**src/logic/vec_defs.svh**
```systemverilog
// vector co-processor build constants
// lane count, register file size and datapath widths
`ifndef VEC_DEFS_SVH
`define VEC_DEFS_SVH

// simd lanes in the datapath
`define VEC_LANES 8

// architectural vector registers
`define VEC_REGS 32

// bits per lane element
`define VEC_ELEM_W 32

// byte address width of a store
`define VEC_ADDR_W 32

// vector length field, 0..8 legal, larger acts as 8
`define VEC_VL_W 4

`endif

```
**src/logic/vec_isa_pkg.sv**
```systemverilog
// vector ISA types
// instruction word and opcodes as the scalar CPU hands them over
`default_nettype none

`include "vec_defs.svh"

package vec_isa_pkg;

	localparam int VREG_IDX_W = $clog2(`VEC_REGS); // register index bits

	//////////////////////////////
	// opcodes
	//////////////////////////////
	typedef enum logic [3:0] {
		VADD_VV = 4'd0, // vd = vs2 + vs1
		VSUB_VV = 4'd1, // vd = vs2 - vs1
		VAND_VV = 4'd2,
		VOR_VV  = 4'd3,
		VXOR_VV = 4'd4,
		VADD_VI = 4'd5, // vd = vs2 + sext(imm5)
		VADD_VX = 4'd6, // vd = vs2 + rs1
		VMV_VX  = 4'd7, // broadcast rs1
		VSE     = 4'd8  // store register vd to rs1
	} vop_e;

	// source-1 field, register number or immediate depending on op
	typedef union packed {
		logic        [VREG_IDX_W-1:0] vreg; // vector source register
		logic signed [VREG_IDX_W-1:0] imm5; // signed immediate, VADD_VI only
	} vsrc1_u;

	typedef struct packed {
		vop_e                    op;  // operation
		logic [VREG_IDX_W-1:0]   vd;  // destination, or store source
		vsrc1_u                  vs1; // source 1 / immediate
		logic [VREG_IDX_W-1:0]   vs2; // source 2
		logic [`VEC_VL_W-1:0]    vl;  // active element count
	} vinstr_t;

endpackage

`default_nettype wire

```
**src/logic/vec_pipe_pkg.sv**
```systemverilog
// vector pipeline types
// stage-to-stage requests, the cache request and lane masking
`default_nettype none

`include "vec_defs.svh"

package vec_pipe_pkg;

	typedef logic [`VEC_LANES-1:0][`VEC_ELEM_W-1:0] vreg_t; // one element per lane

	// issue -> exec lanes
	typedef struct packed {
		vec_isa_pkg::vop_e                    op;
		logic [vec_isa_pkg::VREG_IDX_W-1:0]   vd;
		logic [`VEC_VL_W-1:0]                 vl;
		vreg_t                                a;      // vs2 contents
		vreg_t                                b;      // vs1 contents
		logic [`VEC_ELEM_W-1:0]               scalar; // rs1 or extended imm5
	} exec_req_t;

	// issue -> store unit
	typedef struct packed {
		logic [`VEC_ADDR_W-1:0] addr;
		vreg_t                  data;
		logic [`VEC_VL_W-1:0]   vl;
	} store_req_t;

	// cache request port
	typedef struct packed {
		logic [`VEC_ADDR_W-1:0] addr;
		vreg_t                  data;
		logic [`VEC_LANES-1:0]  lane_mask; // bytes of these lanes are written
	} mem_req_t;

	// lanes below vl are active
	function automatic logic [`VEC_LANES-1:0] vl_mask(input logic [`VEC_VL_W-1:0] vl);
		logic [`VEC_LANES-1:0] m;
		for (int i = 0; i < `VEC_LANES; i++) begin
			m[i] = (int'(vl) > i); // vl above lane count saturates naturally
		end
		return m;
	endfunction

endpackage

`default_nettype wire

```
**src/logic/vec_store_unit.sv**
```systemverilog
// vector store unit
// turns a store into a cache request and holds it until accepted
`default_nettype none

`include "vec_defs.svh"

module vec_store_unit (
	input  wire logic                     clk_i,
	input  wire logic                     rstn_i,
	input  wire logic                     avail_i,        // store buffer full
	input  wire vec_pipe_pkg::store_req_t req_i,
	output logic                          take_o,
	output logic                          mem_req_valid_o,
	output vec_pipe_pkg::mem_req_t        mem_req_o,
	input  wire logic                     cache_ready_i,
	output logic                          store_done_o    // one cycle after accept
);

	import vec_pipe_pkg::*;

	assign take_o = avail_i & ~mem_req_valid_o; // only when nothing pending

	always_ff @(posedge clk_i or negedge rstn_i) begin : req_hold
		if (!rstn_i) begin
			mem_req_valid_o <= 1'b0;
			mem_req_o       <= '0;
			store_done_o    <= 1'b0;
		end else begin
			store_done_o <= mem_req_valid_o & cache_ready_i; // handshake fired
			if (take_o) begin
				mem_req_valid_o     <= 1'b1;
				mem_req_o.addr      <= req_i.addr;
				mem_req_o.data      <= req_i.data; // whole register, mask selects
				mem_req_o.lane_mask <= vl_mask(req_i.vl);
			end else if (cache_ready_i) begin
				mem_req_valid_o <= 1'b0; // accepted, drop valid
			end
		end
	end : req_hold

	// request frozen under back-pressure
	a_req_stable: assert property (@(posedge clk_i) disable iff (!rstn_i)
		(mem_req_valid_o && !cache_ready_i) |=> (mem_req_valid_o && $stable(mem_req_o)));

endmodule

`default_nettype wire

```
**config.mk**
```make
export PLATFORM = sky130hd
export DESIGN_NAME = vec_store_unit
export DESIGN_NICKNAME = d
export VERILOG_FILES = /design/src/logic/vec_isa_pkg.sv /design/src/logic/vec_pipe_pkg.sv /design/src/logic/vec_store_unit.sv
export VERILOG_INCLUDE_DIRS = /design/src /design/src/logic
export SDC_FILE = /design/constraint.sdc
export NUM_CORES = 1
export LEC_CHECK = 0
export ABC_AREA = 1
export BUFFER_PORTS_ARGS = -buffer_cell sky130_fd_sc_hd__buf_4
export CAP_MARGIN = 20
export CORE_AREA = 2 2 233 235
export CTS_CLUSTER_SIZE = 10
export DETAILED_ROUTE_END_ITERATION = 7
export DIE_AREA = 0 0 235 237
export RECOVER_POWER = 25
export SLEW_MARGIN = 10
export SYNTH_ARGS = -nofsm -noshare
export SYNTH_HDL_FRONTEND = slang
export SYNTH_SLANG_ARGS = --single-unit
```
**constraint.sdc**
```tcl
create_clock -name clk_i -period 3 [get_ports clk_i]
set_clock_uncertainty 0.15 [all_clocks]
set_input_delay 0.15 -clock clk_i [delete_from_list [all_inputs] [get_ports clk_i]]
set_output_delay 0.15 -clock clk_i [all_outputs]
set_load 0.01 [all_outputs]
```
== After elaboration in Yosys (flattened, before gate mapping) ==
Cells that the tools add are included.
Operators by class
  $lt $le $gt $ge: 8
  mux-type cells: 2
  bitwise logic cells: 3
  reductions and logical operators: 1
Operators with widths (count)
  > comparator 4 x 3 -> 1 bit (second input constant): 4
  > comparator 4 x 1 -> 1 bit (second input constant): 2
  > comparator 4 x 2 -> 1 bit (second input constant): 2
  bitwise AND 1 bit: 2
  2-to-1 mux 1 bit: 2
  nonzero test 2 bit: 1
  inverter 1 bit: 1
Storage, ports and cells
  flip-flop bits (word level): 298
  input bits: 296
  output and inout port bits: 299

== Longest topological paths before layout ==
  depth after elaboration: 3
  depth in mapped cells: 7
  mapped depth without buffers: 5

== Worst setup path after synthesis ==
No wires, ideal clock.
  path kind: flip-flop to flip-flop
  from: register mem_req_valid_o
  to: register mem_req_o[15] (netlist name)
  library setup time: 116 ps
  arrival time: 968 ps
  setup slack: 1765 ps
  cell stages (with the launch flop): 8
  period minus slack after synthesis: 1235 ps
  cell sequence: dfrtp_1 inv_2 nand2_4 inv_2 buf_4 buf_4 nand2_1 nand2_1
On the way
  longest elaborated chain between the ends: 2
RTL lines
  start, declared: RTL line vec_store_unit.sv:13  | output logic mem_req_valid_o,
  start signal, assigned: RTL line vec_store_unit.sv:25  | mem_req_valid_o <= 1'b0;
  start signal, assigned: RTL line vec_store_unit.sv:31  | mem_req_valid_o <= 1'b1;
  start signal, assigned: RTL line vec_store_unit.sv:36  | mem_req_valid_o <= 1'b0;
  inverter 1 bit: RTL line vec_store_unit.sv:21  | assign take_o = avail_i & ~mem_req_valid_o;
  bitwise AND 1 bit: RTL line vec_store_unit.sv:21
  end, declared: RTL line vec_store_unit.sv:14  | output vec_pipe_pkg::mem_req_t mem_req_o,
Every way passes these cells.
A chain may end at the register's enable or synchronous reset.

== Final worst setup path ==
  from: register mem_req_valid_o
  to: output take_o
On the way
  longest elaborated chain between the ends: 2
RTL lines
  inverter 1 bit: RTL line vec_store_unit.sv:21
  bitwise AND 1 bit: RTL line vec_store_unit.sv:21
  end, declared: RTL line vec_store_unit.sv:12  | output logic take_o,
Every way passes these cells.

==> results.sh <==
export IMPL_syn_inst=1269
export IMPL_fin_nets=2451
export IMPL_die_area_um2=55700
export IMPL_fillers=5061
export IMPL_syn_to_final_growth_pct=81.2
export IMPL_synth_area_per_cell_um2=8.89
export IMPL_synthTopCellsByCount="883 x nand2_1, 298 x dfrtp_1, 36 x buf_2, 28 x buf_4, 8 x inv_1"
export IMPL_core_region_area_um2=53300
export IMPL_clkTransAtPathRegs_ns=0.05
export IMPL_vias_per_cell=4.09
export IMPL_cts_buffer_depth=3
export IMPL_clock_sinks=298
export IMPL_ys_ff_latch=298
export IMPL_synth_area_leader_cell="dfrtp_1"
export IMPL_cp_start_kind="register"
export IMPL_path_class="register to primary output"
export IMPL_groute_usage_overall_pct=14.8
export IMPL_power_density_nw_per_um2=635
export IMPL_worstMarginPinSlew_ns=1.08
export IMPL_fin_crit_ns=2.46
export IMPL_drive_above_1_share_pct=30.0
export IMPL_route_vias_total=11700
export IMPL_cp_end_kind="primary output"
export IMPL_drt_pass1_iterations=5
export IMPL_synth_ff_type="dfrtp_1"
export IMPL_drtIter0Drc=559
export IMPL_setup_ws_ns=0.537
export IMPL_numCtsBuffers=37
export IMPL_r2r_slack_ns=0.62
export IMPL_root_buffer="clkbuf_16"
export IMPL_start_util_pct=21.2
export IMPL_die_w_um=235
export IMPL_cp_arrival_ns=2.16
export IMPL_post_cts_resized_instances=0
export IMPL_yosysWarnings=0
export IMPL_syn_nets=1565
export IMPL_worstReg2RegStart="mem_req_valid_o$_DFFE_PN0P_"
export IMPL_ioPinCount=595
export IMPL_h_tree_depth=2
export IMPL_cap_viol_max_count=0
export IMPL_grt_pass1_vias=12200
export IMPL_fin_crit_sh_pct=82.1
export IMPL_cts_setup_buffers=0
export IMPL_gr_total_overflow=0
export IMPL_synth_area_top_cells="dfrtp_1 66%, nand2_1 29%, buf_4 1.9%"
export IMPL_synth_most_common_cell="nand2_1"
export IMPL_rsz0062_at_grt="no"
export IMPL_die_height_um=237
export IMPL_vdd_ir_drop_max_uv=415
export IMPL_syn_area_um2=11300
export IMPL_cp_required_ns=2.70
export IMPL_numPortBuffers=594
export IMPL_wirelength_mm=42.4
export IMPL_outcome="completed"
export IMPL_hpwlAfterDp_mm=27.9
export IMPL_crit_path_start="mem_req_valid_o$_DFFE_PN0P_"
export IMPL_antenna_found_initial=1
export IMPL_setup_violations=0
export IMPL_relSlewSlack_pct=28.3
export IMPL_worst_skew_pair_late_latency_ns=0.52
export IMPL_ys_async_sr_fraction_pct=100
export IMPL_post_drt_wl_per_cell_um=14.8
export IMPL_hold_viol=0
export IMPL_slew_viol_final=0
export IMPL_crit_fanout=82
export IMPL_cts_tree="built"
export IMPL_gp_congestion=0.842
export IMPL_grt_max_degree=157
export IMPL_hold_class="input port to async pin"
export IMPL_leakage_nw=11.0
export IMPL_synth_edf_count=0
export IMPL_dp_slack_ns=1.24
export IMPL_postRouteAntennaNets=0
export IMPL_seq_area_frac_synth_pct=66.1
export IMPL_drc=0
export IMPL_synth_top_area_share_pct=66.1
export IMPL_synth_cell_type_count=11
export IMPL_setup_tns_final_ns=0
export IMPL_max_freq_ghz=0.406
export IMPL_grt_pass1_wl_mm=66.5
export IMPL_hold_buffers=299
export IMPL_rows=85
## cell type report
type                            count  area [µm²]  area share (%)
Inverter                           10        45.0           0.220
Antenna cell                        1        2.50          0.0122
Sequential cell                   298        7460            36.5
Tap cell                          696         871            4.26
Clock buffer                       52        1020            5.00
Clock inverter                      1        5.00          0.0245
Multi-Input combinational cell    896        3370            16.5
Timing Repair Buffer              912        7660            37.5
## critical path: stages, from the launching register on
cell     delay [ns]
dfrtp_1        0.40
inv_2          0.06
nand2_1        0.24
inv_8          0.34
buf_12         0.33
buf_4          0.20
## cell families after synthesis
family | count (synthesis) | share of synthesized area [%]
AO/OA/AOI/OAI | 6 | 0.266
buffers and inverters | 75 | 3.89
flip-flops | 298 | 66.1
AND/OR/NAND/NOR | 890 | 29.7
## per-layer routing
metal | track usage (%) | wire, µm | vias to the layer above
met3 | 4.37 | 3360 | 108
met1 | 17.3 | 16500 | 5536
met2 | 25.3 | 21000 | 512
li1 | - | - | 5559
met5 | 0 | 0 | -
met4 | 6.12 | 1570 | 0
## flip-flops by register name, summed over array words and instances (netlist names)
register and flops:
store_done_o 1, mem_req_o 296, mem_req_valid_o 1
## path summary, 6_finish.rpt
check,to,depth (start not counted)
worst max-delay path,take_o,5
worst min-delay path,mem_req_o[168]$_DFFE_PN0P_,2
worst max register to register,mem_req_o[4]$_DFFE_PN0P_,7
worst min register to register,mem_req_o[76]$_DFFE_PN0P_,2
max in group asynchronous,mem_req_o[190]$_DFFE_PN0P_,3
min in group clk_i,mem_req_o[192]$_DFFE_PN0P_,4
## stage by stage
step,area [µm²],utilization [%],power [W],hold WS [ns],cells
floorplan,11300,-,0.00666,-0.296,1269
global placement,16500,30.9,0.00871,0.0674,2513
detailed placement,16500,30.9,0.00876,0.0646,2513
CTS,20500,38.4,0.0132,0.0807,2865
global route,20400,38.4,0.0137,0.144,2865
finish,20400,38.4,0.0130,0.105,2866
## power by group
group          internal (W)  total (W)  switching [W]
registers           0.00484    0.00534       0.000501
clock network       0.00233    0.00396        0.00162
logic               0.00189    0.00368        0.00180
total               0.00906     0.0130        0.00392
## cell usage in the layout (no fill, tap or decap), types with 6 or more instances in the layout
cell type	instances
o21ai_0	6
buf_4	598
nand2_1	884
buf_12	7
clkbuf_16	37
clkbuf_1	18
dfrtp_1	298
inv_1	8
dlygate4sd3_1	299
Power figures use the tool's default switching activity.
