--- src/logic/vec_defs.svh ---
// vector co-processor build constants
// lane count, register file size and datapath widths
`ifndef VEC_DEFS_SVH
`define VEC_DEFS_SVH

// simd lanes in the datapath
`define VEC_LANES 8

// architectural vector registers
`define VEC_REGS 32

// bits per lane element
`define VEC_ELEM_W 32

// byte address width of a store
`define VEC_ADDR_W 32

// vector length field, 0..8 legal, larger acts as 8
`define VEC_VL_W 4

`endif

--- src/logic/vec_isa_pkg.sv ---
// vector ISA types
// instruction word and opcodes as the scalar CPU hands them over
`default_nettype none

`include "vec_defs.svh"

package vec_isa_pkg;

	localparam int VREG_IDX_W = $clog2(`VEC_REGS); // register index bits

	//////////////////////////////
	// opcodes
	//////////////////////////////
	typedef enum logic [3:0] {
		VADD_VV = 4'd0, // vd = vs2 + vs1
		VSUB_VV = 4'd1, // vd = vs2 - vs1
		VAND_VV = 4'd2,
		VOR_VV  = 4'd3,
		VXOR_VV = 4'd4,
		VADD_VI = 4'd5, // vd = vs2 + sext(imm5)
		VADD_VX = 4'd6, // vd = vs2 + rs1
		VMV_VX  = 4'd7, // broadcast rs1
		VSE     = 4'd8  // store register vd to rs1
	} vop_e;

	// source-1 field, register number or immediate depending on op
	typedef union packed {
		logic        [VREG_IDX_W-1:0] vreg; // vector source register
		logic signed [VREG_IDX_W-1:0] imm5; // signed immediate, VADD_VI only
	} vsrc1_u;

	typedef struct packed {
		vop_e                    op;  // operation
		logic [VREG_IDX_W-1:0]   vd;  // destination, or store source
		vsrc1_u                  vs1; // source 1 / immediate
		logic [VREG_IDX_W-1:0]   vs2; // source 2
		logic [`VEC_VL_W-1:0]    vl;  // active element count
	} vinstr_t;

endpackage

`default_nettype wire

--- src/logic/vec_dispatch_ctrl.sv ---
// vector dispatch controller
// takes one instruction from the CPU, pushes it into the pipe
// and reports completion with a one-cycle valid pulse
`default_nettype none

`include "vec_defs.svh"

module vec_dispatch_ctrl (
	input  wire logic                   clk_i,
	input  wire logic                   rstn_i,
	input  wire logic                   valid_i,    // CPU has an instruction
	input  wire vec_isa_pkg::vinstr_t   instr_i,
	input  wire logic [`VEC_ELEM_W-1:0] rs1_i,      // scalar operand / address
	input  wire logic                   finished_i, // from issue
	output logic                        pop_o,      // CPU may drop valid_i
	output logic                        push_o,     // strobe into issue
	output vec_isa_pkg::vinstr_t        instr_o,
	output logic [`VEC_ELEM_W-1:0]      rs1_o,
	output logic                        valid_o,    // instruction retired
	output logic                        ctrl_idle_o
);

	typedef enum logic [1:0] {
		S_IDLE,
		S_PUSH,
		S_BUSY,
		S_DONE
	} state_e;

	state_e state_q;

	always_ff @(posedge clk_i or negedge rstn_i) begin : dispatch_fsm
		if (!rstn_i) begin
			state_q <= S_IDLE;
			instr_o <= '0;
			rs1_o   <= '0;
			valid_o <= 1'b0;
		end else begin
			valid_o <= (state_q == S_DONE); // pulse lands one cycle after done
			case (state_q)
				S_IDLE: begin
					if (valid_i) begin
						instr_o <= instr_i; // latch, CPU side is released by pop
						rs1_o   <= rs1_i;
						state_q <= S_PUSH;
					end
				end
				S_PUSH: begin
					state_q <= S_BUSY; // issue accepts the push unconditionally
				end
				S_BUSY: begin
					if (finished_i) begin
						state_q <= S_DONE;
					end
				end
				S_DONE: begin
					state_q <= S_IDLE;
				end
				default: begin
					state_q <= S_IDLE;
				end
			endcase
		end
	end : dispatch_fsm

	assign pop_o       = (state_q == S_PUSH); // pop and push share the cycle
	assign push_o      = (state_q == S_PUSH);
	assign ctrl_idle_o = (state_q == S_IDLE);

	// completion is a single-cycle pulse
	a_valid_pulse: assert property (@(posedge clk_i) disable iff (!rstn_i)
		valid_o |=> !valid_o);

	// finished only while an instruction is in flight
	a_finish_busy: assert property (@(posedge clk_i) disable iff (!rstn_i)
		finished_i |-> (state_q == S_BUSY));

endmodule

`default_nettype wire

--- config.mk ---
export PLATFORM = sky130hd
export DESIGN_NAME = vec_dispatch_ctrl
export DESIGN_NICKNAME = d
export VERILOG_FILES = /design/src/logic/vec_isa_pkg.sv /design/src/logic/vec_dispatch_ctrl.sv
export VERILOG_INCLUDE_DIRS = /design/src /design/src/logic
export SDC_FILE = /design/constraint.sdc
export NUM_CORES = 1
export LEC_CHECK = 0
export ABC_AREA = 1
export BUFFER_PORTS_ARGS = -buffer_cell sky130_fd_sc_hd__buf_2
export CORE_UTILIZATION = 46
export DETAILED_ROUTE_END_ITERATION = 12
export PLACE_DENSITY = 0.86
export SYNTH_ARGS = -nofsm -noshare
export SYNTH_HDL_FRONTEND = slang
export SYNTH_SLANG_ARGS = --single-unit
--- constraint.sdc ---
create_clock -name clk_i -period 1.4 [get_ports clk_i]
set_clock_uncertainty 0.1 [all_clocks]
set_input_delay 0.14 -clock clk_i [delete_from_list [all_inputs] [get_ports clk_i]]
set_output_delay 0.14 -clock clk_i [all_outputs]
set_load 0.02 [all_outputs]
-- Yosys cells after proc, flatten, opt, wreduce, memory -nomap -nowiden
Cells that the tools add are included.
- eq/ne operators: 5
- multiplexer cells: 3
- reduce and logical (&&, ||, !) cells: 3
- operator list (kind ; count):
    one-hot mux 2 bit (4 select lines) ; 1
    == test 2 bit (second input constant) ; 2
    2-to-1 mux 2 bit ; 2
    != test 2 bit (second input constant) ; 2
    AND reduction 2 bit ; 2
    == test 2 x 1 -> 1 bit (second input constant) ; 1
    zero test 2 bit ; 1
- register bits after elaboration: 58
- output and inout port bits: 59
- word-level logic and storage cells: 19

-- Depth between registers and ports, before layout
- depth after elaboration: 3
- mapped depth: 7
- gate-level depth less buffers: 6

-- Least setup slack after synthesis
No wires, ideal clock.
- path kind: register to register
- start: reg state_q[0]
- end: reg instr_o[0] (netlist bit)
- library setup time: 0.117 ns
- arrival time: 1.275 ns
- slack: -0.092 ns
- stages on the path, launching flop included: 7
- path buffers: 1
- period minus slack after synthesis: 1.492 ns
- cell sequence: dfrtp_1 inv_1 ha_1 nand2_2 buf_6 nand2_1 nand2_1
- cells in the longest elaborated chain, start to end: 2
- ends and longest elaborated chain (item ; RTL line ; RTL):
    from (decl) ; vec_dispatch_ctrl.sv:30 ; state_e state_q;
    from (signal assigned) ; vec_dispatch_ctrl.sv:34 ; state_q <= S_IDLE;
    from (signal assigned) ; vec_dispatch_ctrl.sv:45 ; state_q <= S_PUSH;
    from (signal assigned) ; vec_dispatch_ctrl.sv:49 ; state_q <= S_BUSY;
    zero test 2 bit ; - ;
    via ctrl_idle_o ; vec_dispatch_ctrl.sv:20 ; output logic ctrl_idle_o
    AND reduction 2 bit (no source line) ; - ;
    to (signal assigned) ; vec_dispatch_ctrl.sv:43 ; instr_o <= instr_i;
    to (decl) ; vec_dispatch_ctrl.sv:17 ; output vec_isa_pkg::vinstr_t instr_o,
The timed path passes the listed nets, and every way through them passes these cells.
A chain may end at the register's enable or synchronous reset.

-- Final worst setup path
- start: reg state_q[0]
- end: out ctrl_idle_o
- cells in the longest elaborated chain, start to end: 1
- ends and longest elaborated chain (item ; RTL line ; RTL):
    zero test 2 bit ; vec_dispatch_ctrl.sv:68 ; assign ctrl_idle_o = (state_q == S_IDLE);
    to (decl) ; vec_dispatch_ctrl.sv:20 ;
Every way passes these cells.

==> results.py <==
metrics = {
    "floorplan": {
        "start_util": 0.4786,
        "die_w_um": 75.13,
        "io_pins": 118,
        "row_count": 26,
        "dieArea_sq_mm": 0.005644,
        "fp.dieH_um": 75.13,
        "coreArea_sq_mm": 0.005140,
    },
    "layout": {
        "nFillCells": 375,
        "nets": 509,
        "antennaDiodeCount": 0,
        "final_cells": 520,
        "areaGrowthSynthToFinish_pct": 60.94,
        "utilization": 0.7702,
        "drive_gt1_frac": 0.3400,
        "final_area_sq_mm": 0.003959,
    },
    "synthesis": {
        "synth_edf_count": 0,
        "syn_area_per_cell_sq_um": 9.353,
        "synth_cells": 263,
        "synth_top_area_frac": 0.5900,
        "yosys_warnings": 0,
        "netlist_area_sq_mm": 0.002460,
        "ys_top_cells_by_count": "nand2_1 (118), dfrtp_1 (58), nand3_1 (57)",
        "ys_seq_area_frac": 0.5900,
        "yosys-top-cells-area": "dfrtp_1 (59%), nand2_1 (18%), nand3_1 (12%)",
        "synth_most_common_cell": "nand2_1",
        "synth_top_area_cell": "dfrtp_1",
        "synth_nets": 327,
        "synth_ff_type": "dfrtp_1",
        "synth-seq-cells": 58,
        "synth_cell_type_count": 9,
        "async_flop_share": 1.000,
    },
    "setup_path": {
        "critPathTopFamily": "flip-flops",
        "timing.rr.start": "state_q[0]$_DFFE_PN0P_",
        "setup.worst_path.start": "state_q[0]$_DFFE_PN0P_",
        "crit_path_end_kind": "output pin",
        "reg2reg_depth": 8,
        "crit_top_cell": "buf_6",
        "cp_max_fo": 3,
        "critPathMaxStageDelay_ns": 0.38,
        "critPathKind": "reg -> out",
        "worst-path-stages": 4,
        "cp.required_ns": 1.16,
        "arrival_ns": 1.17,
        "crit_buf_inv": 3,
        "cp_cell_sequence": "inv_2, ha_4, buf_6, buf_6",
        "cp_slowest_cell": "dfrtp_1",
        "start_kind": "flop",
    },
    "route": {
        "drc_errors": 0,
        "detail-route-antenna-nets": 0,
        "wl_per_cell_um": 13.89,
        "vias": 2523,
        "finalWirelength_um": 7222,
        "viasPerCell": 4.852,
        "drt-pass1-iter-count": 4,
        "first_iter_violations": 131,
    },
    "status": {
        "violations": "negative setup slack",
        "status": "finished, violations left",
    },
    "sta": {
        "maxSlewViolCount": 0,
        "tightest_slew_ns": 0.3048,
        "post-route-min-period_ns": 1.414,
        "setup_ws_ns": -0.01437,
        "period_share": 1.010,
        "fmax_mhz": 707.0,
        "hold_viol": 0,
        "rsz0062_at_grt": "true",
        "setup_viol_count_final": 1,
        "max-slew-margin-rel": 0.7968,
    },
    "clock_tree": {
        "clk_pin_slew_ns": 0.06,
        "clkSinkCount": 58,
        "cts_buffers": 9,
        "cts_max_level": 3,
        "max-clock-path-buffers": 2,
        "tritoncts": "yes",
        "root_buffer": "clkbuf_8",
        "insertion_delay_ns": 0.32,
    },
    "global_route": {
        "grt_use_total": 0.2542,
        "grt_max_degree": 59,
        "grt-ovfl-total": 0,
        "grt_pass1_vias": 2375,
        "grt_pass1_wl_um": 10420,
        "antenna_found_initial": 0,
    },
    "pwr": {
        "powerDensity_mw_per_mm2": 2164,
        "leakagePower_uw": 0.002230,
        "peakVddDrop_mv": 1.281,
    },
    "worst_hold_path": {
        "holdPathStages": 3,
        "min_from": "valid_i",
        "hp-class": "in -> reg",
    },
    "placed_design": {
        "dp_slack_ns": 0.02903,
        "dpl.hpwl_um": 3694,
        "gp_congestion": 0.7832,
        "io_buffer_count": 117,
        "post-place-cells": 441,
        "dpl_cell_area_sq_mm": 0.003064,
    },
    "flow_run": {
        "maxCapViolCount": 0,
    },
}
-- worst paths after layout --
kind                                           to  slack [ns]
min reg2reg                 rs1_o[26]$_DFFE_PN0P_        0.36
max reg2reg                state_q[1]$_DFFE_PN0P_        0.01
min in group asynchronous   rs1_o[15]$_DFFE_PN0P_        0.26
max in group asynchronous   rs1_o[16]$_DFFE_PN0P_        0.68
max                                   ctrl_idle_o       -0.01
min                        instr_o[9]$_DFFE_PN0P_        0.08
-- placed cells by master, fill, tap and decap left out, types with 3 or more instances in the layout --
cell type	synthesis	final
buf_6	15	6
inv_1	6	4
ha_1	5	3
dlygate4sd3_1	0	56
buf_12	0	4
clkbuf_8	0	12
buf_4	2	7
nand3_1	57	57
buf_2	1	114
dfrtp_1	58	58
nand2_1	118	117
-- routing by layer --
layer | global-route usage | part of all wire | wire length, um | vias up
met5 | 0 | 0 | 0 | -
met2 | 0.4745 | 0.53 | 3838 | 118
met3 | 0.04953 | 0.061 | 442 | 15
li1 | - | - | - | 1198
met1 | 0.2702 | 0.39 | 2798 | 1192
met4 | 0.1321 | 0.020 | 142 | 0
-- layout make-up --
type / count / area (sq um) / area share
clock buffers: 14 / 172.7 / 0.04362
clock inverters: 2 / 10.01 / 0.002528
inverters: 6 / 22.52 / 0.005689
multi-input cells: 181 / 843.3 / 0.2130
flip-flops and latches: 58 / 1451 / 0.3666
well taps: 70 / 87.58 / 0.02212
repair buffers: 189 / 1371 / 0.3464
-- power by group --
group | switching, uW | total (uW) | internal [uW]
clock network | 625 | 1410 | 784
logic | 2630 | 4270 | 1630
registers | 422 | 2890 | 2470
-- metrics by stage --
stage / hold WS [ns] / power, uW / TNS [ns]
2_1_floorplan: -0.2556 / 5394 / 0
3_3_place_gp: 0.06307 / 6437 / 0
3_5_place_dp: 0.07415 / 6573 / 0
4_1_cts: 0.02782 / 8372 / -0.02832
5_1_grt: 0.09164 / 9189 / -1.766
6_report: 0.07764 / 8567 / -0.01437
-- cells by family after synthesis --
group	share of synthesized area
buffers and inverters	0.08596
adder cells (fa/ha/maj)	0.02543
flip-flops	0.5900
AND/OR/NAND/NOR	0.2986
-- state kept, by name, indices dropped and copies added (netlist names) --
signal / flops
state_q: 2
valid_o: 1
rs1_o: 32
instr_o: 23
-- timing repair --
item	4_1_cts	5_1_grt
setup buffers	4	1
endpoints found under the setup margin	3	60
gates cloned	0	2
hold endpoints to repair	113	0
hold buffers	56	0
resized for setup	14	5
pin swaps	1	2
-- worst register-to-register path, stage by stage, from the launching register on --
cell,delay (ns)
dfrtp_1,0.38
inv_2,0.07
ha_4,0.17
buf_6,0.11
buf_4,0.16
nand2_4,0.08
nand2_1,0.08
nand2_1,0.08
nand2_1,0.05
(Power assumes the default switching activity.)
