File: src/logic/vec_defs.svh
// vector co-processor build constants
// lane count, register file size and datapath widths
`ifndef VEC_DEFS_SVH
`define VEC_DEFS_SVH

// simd lanes in the datapath
`define VEC_LANES 8

// architectural vector registers
`define VEC_REGS 32

// bits per lane element
`define VEC_ELEM_W 32

// byte address width of a store
`define VEC_ADDR_W 32

// vector length field, 0..8 legal, larger acts as 8
`define VEC_VL_W 4

`endif

File: src/logic/vec_isa_pkg.sv
// vector ISA types
// instruction word and opcodes as the scalar CPU hands them over
`default_nettype none

`include "vec_defs.svh"

package vec_isa_pkg;

	localparam int VREG_IDX_W = $clog2(`VEC_REGS); // register index bits

	//////////////////////////////
	// opcodes
	//////////////////////////////
	typedef enum logic [3:0] {
		VADD_VV = 4'd0, // vd = vs2 + vs1
		VSUB_VV = 4'd1, // vd = vs2 - vs1
		VAND_VV = 4'd2,
		VOR_VV  = 4'd3,
		VXOR_VV = 4'd4,
		VADD_VI = 4'd5, // vd = vs2 + sext(imm5)
		VADD_VX = 4'd6, // vd = vs2 + rs1
		VMV_VX  = 4'd7, // broadcast rs1
		VSE     = 4'd8  // store register vd to rs1
	} vop_e;

	// source-1 field, register number or immediate depending on op
	typedef union packed {
		logic        [VREG_IDX_W-1:0] vreg; // vector source register
		logic signed [VREG_IDX_W-1:0] imm5; // signed immediate, VADD_VI only
	} vsrc1_u;

	typedef struct packed {
		vop_e                    op;  // operation
		logic [VREG_IDX_W-1:0]   vd;  // destination, or store source
		vsrc1_u                  vs1; // source 1 / immediate
		logic [VREG_IDX_W-1:0]   vs2; // source 2
		logic [`VEC_VL_W-1:0]    vl;  // active element count
	} vinstr_t;

endpackage

`default_nettype wire

File: src/logic/vec_pipe_pkg.sv
// vector pipeline types
// stage-to-stage requests, the cache request and lane masking
`default_nettype none

`include "vec_defs.svh"

package vec_pipe_pkg;

	typedef logic [`VEC_LANES-1:0][`VEC_ELEM_W-1:0] vreg_t; // one element per lane

	// issue -> exec lanes
	typedef struct packed {
		vec_isa_pkg::vop_e                    op;
		logic [vec_isa_pkg::VREG_IDX_W-1:0]   vd;
		logic [`VEC_VL_W-1:0]                 vl;
		vreg_t                                a;      // vs2 contents
		vreg_t                                b;      // vs1 contents
		logic [`VEC_ELEM_W-1:0]               scalar; // rs1 or extended imm5
	} exec_req_t;

	// issue -> store unit
	typedef struct packed {
		logic [`VEC_ADDR_W-1:0] addr;
		vreg_t                  data;
		logic [`VEC_VL_W-1:0]   vl;
	} store_req_t;

	// cache request port
	typedef struct packed {
		logic [`VEC_ADDR_W-1:0] addr;
		vreg_t                  data;
		logic [`VEC_LANES-1:0]  lane_mask; // bytes of these lanes are written
	} mem_req_t;

	// lanes below vl are active
	function automatic logic [`VEC_LANES-1:0] vl_mask(input logic [`VEC_VL_W-1:0] vl);
		logic [`VEC_LANES-1:0] m;
		for (int i = 0; i < `VEC_LANES; i++) begin
			m[i] = (int'(vl) > i); // vl above lane count saturates naturally
		end
		return m;
	endfunction

endpackage

`default_nettype wire

File: src/logic/vec_exec_lanes.sv
// vector integer execute lanes
// one 32-bit ALU per lane, result and lane enables registered
// into a one-cycle writeback to the register file
`default_nettype none

`include "vec_defs.svh"

module vec_exec_lanes (
	input  wire logic                               clk_i,
	input  wire logic                               rstn_i,
	input  wire logic                               avail_i, // exec buffer full
	input  wire vec_pipe_pkg::exec_req_t            req_i,
	output logic                                    take_o,
	output logic [`VEC_LANES-1:0]                   wb_en_o,
	output logic [vec_isa_pkg::VREG_IDX_W-1:0]      wb_vd_o,
	output vec_pipe_pkg::vreg_t                     wb_data_o
);

	import vec_isa_pkg::*;
	import vec_pipe_pkg::*;

	vreg_t alu_res;

	assign take_o = avail_i; // result register frees every cycle

	for (genvar l = 0; l < `VEC_LANES; l++) begin : g_lane
		logic [`VEC_ELEM_W-1:0] op_a;
		logic [`VEC_ELEM_W-1:0] op_b;
		logic [`VEC_ELEM_W-1:0] res;

		assign op_a = req_i.a[l];
		assign op_b = req_i.b[l];

		always_comb begin
			case (req_i.op)
				VADD_VV: res = op_a + op_b; // wraps mod 2^32
				VSUB_VV: res = op_a - op_b;
				VAND_VV: res = op_a & op_b;
				VOR_VV:  res = op_a | op_b;
				VXOR_VV: res = op_a ^ op_b;
				VADD_VI, VADD_VX: res = op_a + req_i.scalar;
				VMV_VX:  res = req_i.scalar; // broadcast
				default: res = '0; // stores never get here
			endcase
		end

		assign alu_res[l] = res;
	end : g_lane

	always_ff @(posedge clk_i or negedge rstn_i) begin : wb_reg
		if (!rstn_i) begin
			wb_en_o   <= '0;
			wb_vd_o   <= '0;
			wb_data_o <= '0;
		end else begin
			wb_en_o <= avail_i ? vl_mask(req_i.vl) : '0; // strobe, one cycle only
			if (avail_i) begin
				wb_vd_o   <= req_i.vd;
				wb_data_o <= alu_res;
			end
		end
	end : wb_reg

	// serialized dispatch gives back-to-back writebacks no room
	a_wb_pulse: assert property (@(posedge clk_i) disable iff (!rstn_i)
		(|wb_en_o) |=> !(|wb_en_o));

endmodule

`default_nettype wire

File: config.mk
export PLATFORM = sky130hd
export DESIGN_NAME = vec_exec_lanes
export DESIGN_NICKNAME = d
export VERILOG_FILES = /design/src/logic/vec_isa_pkg.sv /design/src/logic/vec_pipe_pkg.sv /design/src/logic/vec_exec_lanes.sv
export VERILOG_INCLUDE_DIRS = /design/src /design/src/logic
export SDC_FILE = /design/constraint.sdc
export NUM_CORES = 2
export LEC_CHECK = 0
export BUFFER_PORTS_ARGS = -buffer_cell sky130_fd_sc_hd__buf_2
export CORE_ASPECT_RATIO = 1.1
export CORE_UTILIZATION = 25
export DETAILED_ROUTE_END_ITERATION = 10
export HOLD_SLACK_MARGIN = 0.03
export MAX_ROUTING_LAYER = met4
export SYNTH_ARGS = -nofsm -noshare
export SYNTH_HDL_FRONTEND = slang
export SYNTH_SLANG_ARGS = --single-unit
File: constraint.sdc
create_clock -name clk_i -period 1.1 [get_ports clk_i]
set_input_delay 0.11 -clock clk_i [delete_from_list [all_inputs] [get_ports clk_i]]
set_output_delay 0.11 -clock clk_i [all_outputs]
set_load 0.01 [all_outputs]
Yosys cells after proc, flatten, opt, wreduce, memory -nomap -nowiden
Index checks and enable logic that the tools add are counted.
- flip-flop bits (word level): 269
- input bits: 560
- output and inout bits: 270
- word-level logic and storage cells: 84
- add/sub/neg operators: 24
- $lt $le $gt $ge: 8
- equality and inequality tests: 7
- muxes and demuxes: 9
- bitwise logic cells: 24
- reductions and logical operators: 2
- operators with widths (operator ; count):
    32-bit case mux with 7 select lines ; 8
    32-bit adder ; 16
    32-bit bitwise AND ; 8
    32-bit bitwise OR ; 8
    32-bit subtractor ; 8
    32-bit bitwise XOR ; 8
    4-bit by 3-bit == test with 1-bit output, second input constant ; 4
    4-bit by 3-bit greater-than comparator with 1-bit output, second input constant ; 4
    4-bit by 2-bit == test with 1-bit output, second input constant ; 2
    4-bit by 1-bit greater-than comparator with 1-bit output, second input constant ; 2
    4-bit by 2-bit greater-than comparator with 1-bit output, second input constant ; 2
    8-bit 2-to-1 mux ; 1
    4-bit by 1-bit == test with 1-bit output, second input constant ; 1
    4-bit logical NOT ; 1
    2-bit OR reduction ; 1

Logic depth before layout (Yosys ltp)
- depth after elaboration: 3
- mapped depth: 24
- mapped depth without buffers: 22

Least setup slack after synthesis
No wires, ideal clock.
- kind: input to register
- start: in req_i[257] (netlist bit)
- end: reg wb_data_o[255] (netlist bit)
- library setup time: 0.126 ns
- data arrival time: 4.738 ns
- required time: 0.974 ns
- setup slack: -3.764 ns
- stages on the path: 21
- path buffers: 2
- path through: inv_1 > ha_1 > or3b_2 > or3_1 > or3_4 > or4_4 > or3_1 > or3_1 > clkbuf_1 > nor3_1 > a21oi_1 > o21ai_0 > ha_1 > clkbuf_1 > a21o_1 > a21o_1 > a21oi_1 > o21ai_0 > o221ai_1 > xnor2_1 > a221o_1
- cells in the longest elaborated chain, start to end: 2
- elaborated cells between the ends (all ways): 3
- classes of those cells: add/sub: 2; mux: 1
- RTL lines (element ; RTL line ; text):
    start, declared ; vec_exec_lanes.sv:12 ; input wire vec_pipe_pkg::exec_req_t req_i,
    32-bit subtractor / 32-bit adder (equally long branches) ; vec_exec_lanes.sv:37, vec_exec_lanes.sv:36 ;
    32-bit case mux with 7 select lines * ; vec_exec_lanes.sv:35 ; case (req_i.op)
    end signal, assigned ; vec_exec_lanes.sv:59 ; wb_data_o <= alu_res;
    end, declared ; vec_exec_lanes.sv:16 ; output vec_pipe_pkg::vreg_t wb_data_o
Every way passes the cells marked *; elsewhere a longest branch is shown, timed or not.
A chain may end at the register's enable or synchronous reset.

Final worst setup path
- start: in req_i[194] (netlist bit)
- end: reg wb_data_o[188] (netlist bit)
The elaborated chain is that of the path after synthesis.

==> impl_metrics.py <==
metrics = {
    "global_route": {
        "track_usage": 0.319,
        "grt_start_max_net_pins": 73,
        "antenna_found_initial": 119,
        "grt_pass1_wl_mm": 396,
        "overflow": 0,
        "grt_pass1_vias": 56400,
    },
    "synth": {
        "synthesis.nets": 7154,
        "synth_seq_cells": 269,
        "synth_ff_type": "dfrtp_1",
        "ys_seq_area_frac": 0.156,
        "syn_area_per_cell_sq_um": 7.47,
        "synth_edf_count": 0,
        "synth_async_sr_flop_share": 1.00,
        "syn-cell-area_sq_mm": 0.0431,
        "syn_inst": 5770,
        "ys_types": 86,
        "ys_warn_count": 0,
    },
    "clocking": {
        "cts.reportedPaths.clkPinSlew_ps": 60,
        "h-tree-depth": 2,
        "cts-root-buf": "clkbuf_16",
        "cts_tree": "built",
        "cts_hold_buf": 59,
        "clk-insertion-delay-late_ps": 660,
        "cts_made_buffers": 43,
        "clock-sinks": 269,
        "ctsLongestPathBuffers": 3,
    },
    "timing": {
        "grt_setup_unrepaired": "true",
        "worst_pin_slew_ps": 572,
        "fin_skew_ps": 0,
        "finalCriticalPeriod_ps": 4180,
        "fin_ws_ps": -3080,
        "hold_viol_final": 8,
        "relSlewSlack": 0.617,
        "max_freq_mhz": 239,
        "slew_viol_final": 0,
        "holdWs_ps": -100,
        "finalSetupViolations": 537,
        "timing.final.crit_share": 3.80,
    },
    "finish": {
        "area_delta_synth_final_pct": 73.1,
        "multi_input_area_sq_mm": 0.0378,
        "fin_cells": 10900,
        "regArea_sq_mm": 0.00673,
        "num-nets-final": 9910,
        "n_fill_cell": 17100,
        "fin_area_sq_mm": 0.0746,
        "layout-drive-gt1-share": 0.441,
    },
    "detailed_routing": {
        "drc": 0,
        "ant_nets": 0,
        "drtIter0Drc": 4913,
        "top_layer_used": "met4",
        "met2_length_mm": 126,
        "wl_per_cell_microns": 26.0,
        "vias": 58400,
        "met1_length_mm": 116,
        "wl_met3_mm": 21.5,
        "firstDrtPassIters": 5,
        "wirelength_mm": 283,
        "viasPerCell": 5.35,
    },
    "worst_setup_path": {
        "cp.arrival_ps": 4720,
        "crit_type": "in -> reg",
        "path_buf_inv": 1,
        "slowest_delay_ps": 420,
        "end_kind": "flip-flop",
        "crit_chain": "buf_6, or3_4, or3_4, nor2_4, nand3_4, or3_4, nor3_4, nand2_2, a221o_1, ha_4, a21o_1, a21o_1, a21o_1, a2111o_1, a41oi_2, nor3_4, a31o_2, xor2_2, a221o_1",
        "worst_path_max_delay_cell": "or3_4",
        "worstPathRequired_ps": 1640,
        "crit_family": "compound AO/OA/AOI/OAI gates",
        "start_kind": "input port",
        "critical_path.max_fanout": 3,
    },
    "floorplan": {
        "core_sq_mm": 0.171,
        "num_rows": 159,
        "dieArea_sq_mm": 0.174,
        "start_util": 0.252,
        "die_x_microns": 398,
        "fp.dieH_microns": 437,
        "io_pins": 830,
    },
    "placement": {
        "portBuffers": 829,
        "dpl_cell_area_sq_mm": 0.0665,
        "dp_hpwl_mm": 231,
        "place_ws_ps": -4170,
        "place_inst": 10500,
        "gp_congestion": 1.03,
    },
    "job": {
        "maxCapViolations": 0,
    },
    "power": {
        "ir_worst_vdd_mv": 1.15,
        "leakage_nw": 37.0,
        "power_density_mw_per_mm2": 861,
    },
    "outcome": {
        "failed_checks": "negative hold slack, negative setup slack",
        "outcome": "finished with violations",
    },
    "hold_path": {
        "min-delay-path-class": "in -> reg",
    },
}
==> repair_timing <==
item,in CTS,in global routing
cloned,3,2
resized for setup,528,371
setup buffers,142,99
setup endpoints to repair,525,537
pin swaps,331,295
endpoints found under the hold margin,338,8
==> per-stage QoR <==
step                total power [W]  utilization  TNS (ps)  hold WS (ps)
floorplan                    0.0270            -   -529580          -186
CTS                          0.0623        0.422   -566470          -162
global route                 0.0673        0.436   -605210         -91.6
detailed placement           0.0440        0.389   -725610         -1.92
finish                       0.0642        0.436   -571180          -100
global placement             0.0436        0.389   -722880         -7.26
==> cell type report <==
class | count | area share
tap | 2254 | 0.0378
multi-input combinational | 4634 | 0.507
antenna | 102 | 0.00342
sequential | 269 | 0.0903
inverter | 577 | 0.0301
clock buffer | 62 | 0.0176
clock inverter | 16 | 0.00168
timing repair buffer | 3001 | 0.312
==> metal layers <==
metal | GRT usage | vias to the layer above
li1 | - | 26800
met1 | 0.389 | 28300
met2 | 0.488 | 2576
met3 | 0.0574 | 723
met4 | 0.192 | 0
met5 | - | -
==> cells in the mapped netlist, types with 9 or more instances <==
master | count | area [sq um]
a221oi_1 | 28 | 245
a22o_1 | 17 | 149
xnor2_1 | 134 | 1170
o21bai_1 | 20 | 150
or3_1 | 48 | 300
nand3_1 | 115 | 576
a31oi_1 | 123 | 769
nor2b_1 | 29 | 181
a211oi_1 | 33 | 248
nor2_1 | 487 | 1830
and2_1 | 22 | 138
or2_2 | 16 | 100
o21a_1 | 36 | 270
o21ai_0 | 453 | 2270
dfrtp_1 | 269 | 6730
buf_1 | 35 | 131
and3_1 | 26 | 163
xor2_1 | 86 | 753
a21oi_1 | 583 | 2920
o31ai_1 | 14 | 105
inv_1 | 576 | 2160
nor3b_1 | 9 | 67.6
a21o_1 | 145 | 1090
mux2_2 | 12 | 135
nand2_1 | 405 | 1520
o221ai_1 | 21 | 184
a211o_1 | 12 | 105
o211ai_1 | 104 | 781
o2111ai_1 | 38 | 333
o31a_1 | 48 | 420
nand2b_1 | 36 | 225
a221o_1 | 132 | 1320
clkbuf_1 | 246 | 923
nor4_1 | 42 | 263
a22oi_1 | 129 | 968
ha_1 | 816 | 10200
o311ai_0 | 50 | 438
o2bb2ai_1 | 52 | 455
nand4_1 | 42 | 263
nor3_1 | 151 | 756
==> tightest hold or removal path, cell delays in order <==
cell and delay (ps):
buf_2 100, ha_1 120, a21oi_1 60, o2bb2ai_1 130
==> placed cells by master (no fill, tap or decap), types with 132 or more instances in the layout <==
cell type	count
a21o_1	143
a21oi_1	444
a221o_1	132
buf_12	149
buf_2	808
buf_4	1826
buf_6	136
dfrtp_1	269
ha_1	741
inv_1	560
nand2_1	368
nor2_1	450
o21ai_0	234
o21ai_1	133
==> flip-flops by register name (all words and copies together) (netlist names) <==
signal     flops
wb_data_o    256
wb_en_o        8
wb_vd_o        5
==> where the power goes <==
part	internal, W	switching, W
clock	0.00849	0.00667
sequential	0.0110	0.000986
combinational	0.0178	0.0192
==> logic make-up after synthesis <==
| family | Yosys count | synth area share |
|---|---|---|
| XOR/XNOR | 220 | 0.0447 |
| flip-flops | 269 | 0.156 |
| adder cells (fa/ha/maj) | 824 | 0.241 |
| AO/OA/AOI/OAI | 2100 | 0.320 |
| multiplexers | 16 | 0.00407 |
| buffers and inverters | 867 | 0.0761 |
| AND/OR/NAND/NOR | 1474 | 0.158 |
==> worst paths after layout <==
check	from	end	slack, ps	cells after the start
worst max-delay path	req_i[194]	wb_data_o[188]	-3080	19
worst min-delay path	req_i[512]	wb_data_o[224]	-100	4
worst max register to register	wb_data_o[253]	wb_data_o[253]	-40	3
worst min register to register	wb_data_o[129]	wb_data_o[129]	480	1
max in group asynchronous	rstn_i	wb_data_o[26]	-30	3
min in group asynchronous	rstn_i	wb_data_o[123]	130	3
Power figures use the tool's default switching activity.
