**src/logic/vec_pipe_buffer.sv**
```systemverilog
// one-entry pipeline buffer
// registered payload with a full flag, read side is asynchronous
`default_nettype none

module vec_pipe_buffer #(
	parameter int WIDTH = 32 // payload bits
) (
	input  wire logic             clk_i,
	input  wire logic             rstn_i,
	input  wire logic [WIDTH-1:0] wdata_i,
	input  wire logic             we_i,    // write strobe
	output logic                  free_o,  // entry empty
	input  wire logic             re_i,    // consumer take
	output logic      [WIDTH-1:0] rdata_o,
	output logic                  avail_o  // entry holds data
);

	logic [WIDTH-1:0] data_q;
	logic             full_q;

	always_ff @(posedge clk_i or negedge rstn_i) begin
		if (!rstn_i) begin
			data_q <= '0;
			full_q <= 1'b0;
		end else begin
			if (we_i) begin
				data_q <= wdata_i;
			end
			full_q <= we_i | (full_q & ~re_i); // take empties in the same cycle
		end
	end

	assign free_o  = ~full_q;
	assign avail_o = full_q; // one cycle after the write
	assign rdata_o = data_q;

	// producer must wait for free_o
	a_no_overwrite: assert property (@(posedge clk_i) disable iff (!rstn_i)
		we_i |-> !full_q);

endmodule

`default_nettype wire

```
**config.mk**
```make
export PLATFORM = sky130hd
export DESIGN_NAME = vec_pipe_buffer
export DESIGN_NICKNAME = d
export VERILOG_FILES = /design/src/logic/vec_pipe_buffer.sv
export SDC_FILE = /design/constraint.sdc
export NUM_CORES = 1
export LEC_CHECK = 0
export BUFFER_PORTS_ARGS = -buffer_cell sky130_fd_sc_hd__buf_2
export CORE_ASPECT_RATIO = 1.1
export CORE_MARGIN = 2
export CORE_UTILIZATION = 40
export CTS_CLUSTER_DIAMETER = 120
export DETAILED_ROUTE_END_ITERATION = 16
export GPL_TIMING_DRIVEN = 1
export PLACE_DENSITY = 0.82
export SLEW_MARGIN = 15
export SYNTH_ARGS = -nofsm -noshare
export SYNTH_HDL_FRONTEND = slang
export SYNTH_SLANG_ARGS = --single-unit
```
**constraint.sdc**
```tcl
create_clock -name clk_i -period 0.8 [get_ports clk_i]
set_clock_uncertainty 0.1 [all_clocks]
set_input_delay 0.16 -clock clk_i [delete_from_list [all_inputs] [get_ports clk_i]]
set_output_delay 0.16 -clock clk_i [all_outputs]
set_load 0.01 [all_outputs]
```
* Word level (Yosys, flattened, before mapping)
Cells that the tools add are included.
** Storage, ports and cells
- Memories :: 0
- Bits in writable memories :: 0
- Word-level logic and storage cells :: 6
- Output and inout port bits :: 34
- ROM bits :: 0
- Latch bits :: 0
- Register bits :: 33
- Input bits :: 36
** Cells by class
- Magnitude comparators :: 0
- Bitwise operators :: 4
- Multiplexer cells :: 0
- Divide/modulo/power cells :: 0
- Shift-type cells :: 0
- Equality and inequality tests :: 0
- Reduce and logical (&&, ||, !) cells :: 0
- Add/sub/neg operators :: 0
- Multiply operators :: 0
** Operators with widths (number)
- $not 1->1 :: 2
- $and 1x1->1 :: 1
- $or 1x1->1 :: 1

* Longest topological paths before layout
Gate-level depths: netlist of run 1.
- Word-level depth :: 3
- Gate-level depth with buffers :: 3
- Gate-level depth less buffers :: 2

* Worst setup path before layout of run 1
No wires, ideal clock.
- Path type :: input-to-reg
- Start :: input we_i
- End :: register data_q[0] (netlist: rdata_o[0])
- Path buffers :: 2
- Data required time :: 0.575 ns
- Stages on the path :: 3
- Arrival time :: 0.707 ns
- Setup time :: 0.125 ns
- Path slack :: -0.132 ns
- Cells stage by stage :: buf_6 buf_12 mux2_4
** RTL lines
- from (decl) :: RTL line 11 : input wire logic we_i,
- to (signal assigned) :: RTL line 27 : data_q <= wdata_i;
- to (decl) :: RTL line 18 : logic [WIDTH-1:0] data_q;
No word-level cell between the ends.

* Worst setup path after layout of run 1
- Start :: register full_q (netlist: avail_o)
- End :: output free_o
** On the way
- Word-level cells in the longest chain between the ends :: 1
** Ends and longest elaborated chain
- from (decl) :: RTL line 19 : logic full_q;
- from (signal assigned) :: RTL line 29 : full_q <= we_i | (full_q & ~re_i);
- $not 1->1 :: RTL line 33 : assign free_o = ~full_q;
- to (decl) :: RTL line 12 : output logic free_o,
No other way between the ends.

==> impl_results.md, run 1 <==
* Status: finished, violations left
* Failing checks: hold timing, setup timing
* Die area at 3930 sq um
* Remaining global-route overflow at 0
* Vias in the first global route at 1039
* Final setup violation count at 67
* Max Root-Sink Buffers at 2
* Slowest CP cell: dfrtp_1
* Placement Cell Area at 1760 sq um
* Vias/cell at 4.61
* Post-synthesis instance area at 1380 sq um
* Fin crit period at 1.13 ns
* Area fraction of the dominant cell type after synthesis at 59.9%
* Final cell count without fillers at 208
* Wl on met1 at 1130 um
* Layout cells sized above 1 at 78.5%
* Slew Limit Headroom at 88.3%
* Top cells by instance count after synthesis: 33 x dfrtp_1, 29 x mux2_4, 3 x buf_12, 3 x mux2_2
* Final hold violation count at 31
* Wire length on met2 at 1650 um
* CTS Root Cell: clkbuf_4
* Layout filler cell count at 248
* Worst EP required at 0.54 ns
* 1st-pass router iterations at 2
* Mux share of post-synthesis cell area at 34.1%
* PortBufs at 69
* Biggest cell delay along the critical path at 0.40 ns
* # clock sinks at 33
* Post-synthesis adder-cell area fraction at 0%
* Max Fclk at 0.882 GHz
* NumNets Final at 207
* RSZ-0062 raised after global routing: true
* Post-synthesis average cell area at 19.4 sq um
* Placed Cells at 175
* TritonCTS Buffers at 5
* Compound-Gate Fraction of Synth Area at 0.545%
* Element type at the critical path end: primary output
* WL final at 2990 um
* Post-DP HPWL at 1980 um
* DRC errors left at 0
* Yosys warnings at 0
* RePlAce Congestion at 0.706
* Die Span Y at 65.6 um
* Highest metal used: met4
* Initial antenna violation count at 0
* Area of the multi-input gates at 477 sq um
* Area growth syn-to-layout at 53.8%
* Cell with the most instances after synthesis: dfrtp_1
* R2R Setup Slk at -0.31 ns
* Die Wd at 60.0 um
* Boundary Pins at 70
* Hold WS at -0.0355 ns
* Post-synthesis sequential area ratio at 59.9%
* Hold Buf Count CTS at 2
* Clock-pin slew on the worst setup and hold paths at 0.10 ns
* Critical path type: register to primary output
* Worst-Margin Slew at 0.176 ns
* Cell family with most CP delay: flip-flops
* Core area at 3300 sq um
* Skew-Pair Late Insertion Delay at 0.31 ns
* Sequential cell area at 826 sq um
* WP buf/inv at 2
* Synth Area in XOR/XNOR at 0%
* Library cells used by synthesis at 7
* Post-route cell area at 2120 sq um
* Row count at 22
* Cell Pwr Density at 1980 nW/um^2
* Initial DRC count at 32
* VDD IR max at 1190 uV
* DR WL met3 at 145 um
* Synth area leader: dfrtp_1
* Setup WS post-layout at -0.333 ns
* GRT Overall Usage at 16.2%
* CTS tree: built
* ANT cells at 0
* Worst-path cell chain: inv_2, buf_6
* Post-Syn Instances at 71
* WL/cell at 14.4 um
* Largest family of logic cells by synthesized area: multiplexers
* Final period utilization at 142%
* Via count at 959
* EDFF count, synth at 0
* Critical Path Start Type: register
* Synth area leaders: dfrtp_1 60%, mux2_4 32%, buf_12 4.4%
* Crit-path max FO at 2
* P_leak at 0.00114 uW
* DRT antenna net count at 0
* Hold WC Path Type: input pin to register
* H-tree depth at 2
* Critical Path AT at 0.87 ns
* Largest net degree at the start of global routing at 34
* Max cap viols at 0
* Synth Net Count at 107
* First-pass GRT wire length at 4620 um
* Ys async rst share at 100%
* Most used DFF post-synth: dfrtp_1
* Final-report max-slew violation count at 0
* Post-synthesis simple-gate area fraction at 0%
* Flops & latches, synth at 33
* Initial core utilization at 41.7%
metal layers:
| layer | vias up | track usage, % |
|---|---|---|
| li1 | 443 | - |
| met1 | 472 | 17.1 |
| met2 | 38 | 28.9 |
| met3 | 6 | 2.76 |
| met4 | 0 | 10.0 |
| met5 | - | 0 |
final cells by class:
class | instances | share of cell area [%]
inverters | 1 | 0.177
repair buffers | 97 | 32.2
well taps | 36 | 2.13
flip-flops and latches | 33 | 39.0
multi-input cells | 33 | 22.5
clock inverters | 1 | 1.42
clock buffers | 7 | 2.60
final timing paths:
path | end | cells past startpoint | startpoint
max in group asynchronous | rdata_o[26]$_DFFE_PN0P_ | 3 | rstn_i
setup reg to reg | rdata_o[29]$_DFFE_PN0P_ | 3 | rdata_o[29]$_DFFE_PN0P_
hold / removal | rdata_o[20]$_DFFE_PN0P_ | 2 | wdata_i[20]
min in group asynchronous | rdata_o[31]$_DFFE_PN0P_ | 3 | rstn_i
hold reg to reg | rdata_o[13]$_DFFE_PN0P_ | 1 | rdata_o[13]$_DFFE_PN0P_
setup / recovery | free_o | 2 | avail_o$_DFF_PN0_
power breakdown:
part / internal (uW) / switching [uW]
Combinational: 639 / 346
Clock: 746 / 522
Sequential: 1830 / 105
Total: 3220 / 973
through the flow:
step | TNS, ns | power, uW | hold WS [ns] | util [%] | setup WS, ns
2_1_floorplan | -3.74 | 2370 | -0.236 | - | -0.123
3_3_place_gp | -6.82 | 2670 | 0.0245 | 53.2 | -0.229
3_5_place_dp | -7.48 | 2700 | 0.0308 | 53.2 | -0.253
4_1_cts | -15.06 | 4120 | -0.0559 | 60.5 | -0.347
5_1_grt | -17.70 | 4420 | -0.0623 | 64.1 | -0.387
6_report | -15.31 | 4190 | -0.0355 | 64.1 | -0.333
placed cells by master, fill, tap and decap left out:
cell type | synthesis | routed
buf_2 | 0 | 64
dfrtp_1 | 33 | 33
mux2_4 | 29 | 29
buf_6 | 1 | 19
buf_4 | 0 | 9
clkbuf_4 | 0 | 5
mux2_2 | 3 | 3
buf_12 | 3 | 3
dlygate4sd3_1 | 0 | 2
inv_2 | 0 | 1
o21bai_1 | 1 | 1
clkbuf_1 | 0 | 1
bufinv_16 | 0 | 1
clkbuf_8 | 0 | 1
state kept, by name, indices dropped and copies added (netlist names):
| register | count |
|---|---|
| rdata_o | 32 |
| avail_o | 1 |
what timing repair did:
action,4_1_cts,5_1_grt
endpoints found under the setup margin,66,67
endpoints found under the hold margin,66,32
buffers inserted,17,14
pin swaps,1,0
resized for setup,2,18
kinds of logic (layout without fill, tap and decap cells):
logic type      after synthesis  in the layout
compound gates                1              1
buf+inv                       5            106
flops                        33             33
mux                          32             32
Note: power is estimated with default switching activity, not from simulation.
==> run 2, diff against run 1 <==
==> constraint.sdc (replaced) <==
create_clock -name clk_i -period 0.8 [get_ports clk_i]
set_clock_uncertainty 0.1 [all_clocks]
set_input_delay 0 -clock clk_i [delete_from_list [all_inputs] [get_ports clk_i]]
set_output_delay 0 -clock clk_i [all_outputs]
set_load 0.01 [all_outputs]
==> impl_results.md, run 2 (synthesized netlist as in run 1, its figures left out) <==
* Element type at the critical path end: primary output (unchanged)
* Final hold violation count at 0 (was 31)
* # clock sinks at 33 (unchanged)
* Max Root-Sink Buffers at 2 (unchanged)
* Die Wd at 60.0 um (unchanged)
* Reg2reg end: rdata_o[17]$_DFFE_PN0P_ (was rdata_o[29]$_DFFE_PN0P_)
* H-tree depth at 2 (unchanged)
* Cell Pwr Density at 1850 nW/um^2 (was 1980 nW/um^2)
* Remaining global-route overflow at 0 (unchanged)
* Status: finished, violations left (unchanged)
* RSZ-0062 raised after global routing: true (unchanged)
* Hold WS at 0.0480 ns (was -0.0355 ns)
* R2R Setup Slk at -0.10 ns (was -0.31 ns)
* P_leak at 0.00115 uW (was 0.00114 uW)
* Critical Path Start Type: register (unchanged)
* NumNets Final at 217 (was 207)
* Boundary Pins at 70 (unchanged)
* Commonest non-fill, non-tap cell in the layout: buf_2 (unchanged)
* Hold WC Path Type: input pin to asynchronous set/reset pin (was input pin to register)
* Vias in the first global route at 1094 (was 1039)
* FF-to-FF path depth at 1 (was 3)
* Critical Path AT at 0.89 ns (was 0.87 ns)
* Max reg flops at 32 (unchanged)
* Switch Pwr at 971 uW (was 973 uW)
* Final period utilization at 124% (was 142%)
* Failing checks: setup timing (was hold timing, setup timing)
* Commonest non-fill, non-tap cells in the layout: 61 x buf_2, 34 x dlygate4sd3_1, 33 x dfrtp_1 (was 64 x buf_2, 33 x dfrtp_1, 29 x mux2_4)
* WL/cell at 15.6 um (was 14.4 um)
* Reg-to-reg startpoint: rdata_o[17]$_DFFE_PN0P_ (was rdata_o[29]$_DFFE_PN0P_)
* 1st-pass router iterations at 2 (unchanged)
* Sequential Power Share at 46.7% (was 46.2%)
* Area growth syn-to-layout at 62.6% (was 53.8%)
* ANT cells at 0 (unchanged)
* Initial core utilization at 41.7% (unchanged)
* RePlAce Congestion at 0.629 (was 0.706)
* VDD IR max at 1170 uV (was 1190 uV)
* Skew-Pair Late Insertion Delay at 0.32 ns (was 0.31 ns)
* Via count at 993 (was 959)
* Slew Limit Headroom at 88.3% (about the same)
* Final-report max-slew violation count at 0 (unchanged)
* Core area at 3300 sq um (unchanged)
* Worst EP required at 0.70 ns (was 0.54 ns)
* Critical path type: register to primary output (unchanged)
* DRT antenna net count at 0 (unchanged)
* Clock-pin slew on the worst setup and hold paths at 0.10 ns (about the same)
* Vias/cell at 4.56 (was 4.61)
* Largest net degree at the start of global routing at 34 (unchanged)
* Die Span Y at 65.6 um (unchanged)
* Total power at 4140 uW (was 4190 uW)
* CTS tree: built (unchanged)
* DRC errors left at 0 (unchanged)
* Comb pwr share at 22.3% (was 23.5%)
* Max Fclk at 1.01 GHz (was 0.882 GHz)
* GRT Overall Usage at 18.9% (was 16.2%)
* Sw frac at 23.5% (was 23.2%)
* WL final at 3390 um (was 2990 um)
* Die area at 3930 sq um (unchanged)
* Fin crit period at 0.994 ns (was 1.13 ns)
* Max cap viols at 0 (unchanged)
* Clk network pwr share at 31.0% (was 30.3%)
* First-pass GRT wire length at 5250 um (was 4620 um)
* Initial antenna violation count at 0 (unchanged)
* Crit-path max FO at 2 (unchanged)
* Internal at 3170 uW (was 3220 uW)
* TritonCTS Buffers at 5 (unchanged)
* Worst-Margin Slew at 0.175 ns (was 0.176 ns)
* Initial DRC count at 21 (was 32)
* Row count at 22 (unchanged)
* Dpl ws at -0.0962 ns (was -0.253 ns)
* CTS Root Cell: clkbuf_4 (unchanged)
* Layout cells sized above 1 at 62.1% (was 78.5%)
* PortBufs at 69 (unchanged)
* Post-layout util at 67.8% (was 64.1%)
* Final setup violation count at 67 (unchanged)
* Setup WS post-layout at -0.194 ns (was -0.333 ns)
-- run 2: changes by cell type in the layout (fill, tap and decap cells not counted) --
cell | before | now
dlygate4sd3_1 | 2 | 34
buf_2 | 64 | 61
buf_4 | 9 | 1
buf_6 | 19 | 8
-- run 2: what timing repair did --
| action | CTS | global route |
|---|---|---|
| hold endpoints to repair | 66 | 0 |
| hold buffers | 34 | 0 |
| pin swaps | 1 | 0 |
| buffers inserted | 1 | 0 |
| endpoints found under the setup margin | 66 | 67 |
| resized for setup | 1 | 7 |
-- run 2: area by class of cell --
cell class,instances,area (sq um)
multi-input cells,33,477
well taps,36,45.0
clock buffers,7,55.1
flip-flops and latches,33,826
repair buffers,107,803
fillers,229,1060
clock inverters,1,30.0
inverters,1,3.75
-- run 2: how the worst max path moves through the flow --
stage | startpoint | endpoint | slack [ns] | depth (start not counted)
floorplan | rdata_o[0]$_DFFE_PN0P_ | rdata_o[0]$_DFFE_PN0P_ | -0.08 | 1
global placement | we_i | rdata_o[3]$_DFFE_PN0P_ | -0.08 | 3
detailed placement | we_i | rdata_o[29]$_DFFE_PN0P_ | -0.1 | 3
CTS | avail_o$_DFF_PN0_ | free_o | -0.20 | 2
global route | avail_o$_DFF_PN0_ | free_o | -0.24 | 2
finish | avail_o$_DFF_PN0_ | free_o | -0.19 | 2
-- run 2: power groups by stage --
| stage | registers [uW] | logic [uW] | clock network [uW] |
|---|---|---|---|
| 3_5_place_dp | 1950 | 737 | 0 |
| 4_1_cts | 1920 | 878 | 1330 |
| 5_1_grt | 1960 | 989 | 1390 |
| 3_3_place_gp | 1950 | 722 | 0 |
| 2_1_floorplan | 2030 | 335 | 0 |
| 6_report | 1930 | 923 | 1280 |
-- run 2: worst max-delay path, stage by stage, from the launching register on --
cell and delay, ns:
dfrtp_1 0.41, inv_2 0.07, buf_6 0.10
-- run 2: per-stage QoR --
stage          instance area (sq um)  std cells  TNS (ns)
6_report                        2240        218     -7.70
5_1_grt                         2240        218     -9.91
4_1_cts                         2200        218     -8.18
3_5_place_dp                    1760        175     -2.35
3_3_place_gp                    1760        175     -1.92
2_1_floorplan                   1380         71     -2.51
-- run 2: per-layer routing --
layer	GRT usage [%]	part of all wire [%]	vias up
met1	20.1	37	478
met4	9.44	2.3	0
met5	0	0	-
li1	-	-	466
met2	34.2	57	40
met3	3.94	4.0	9
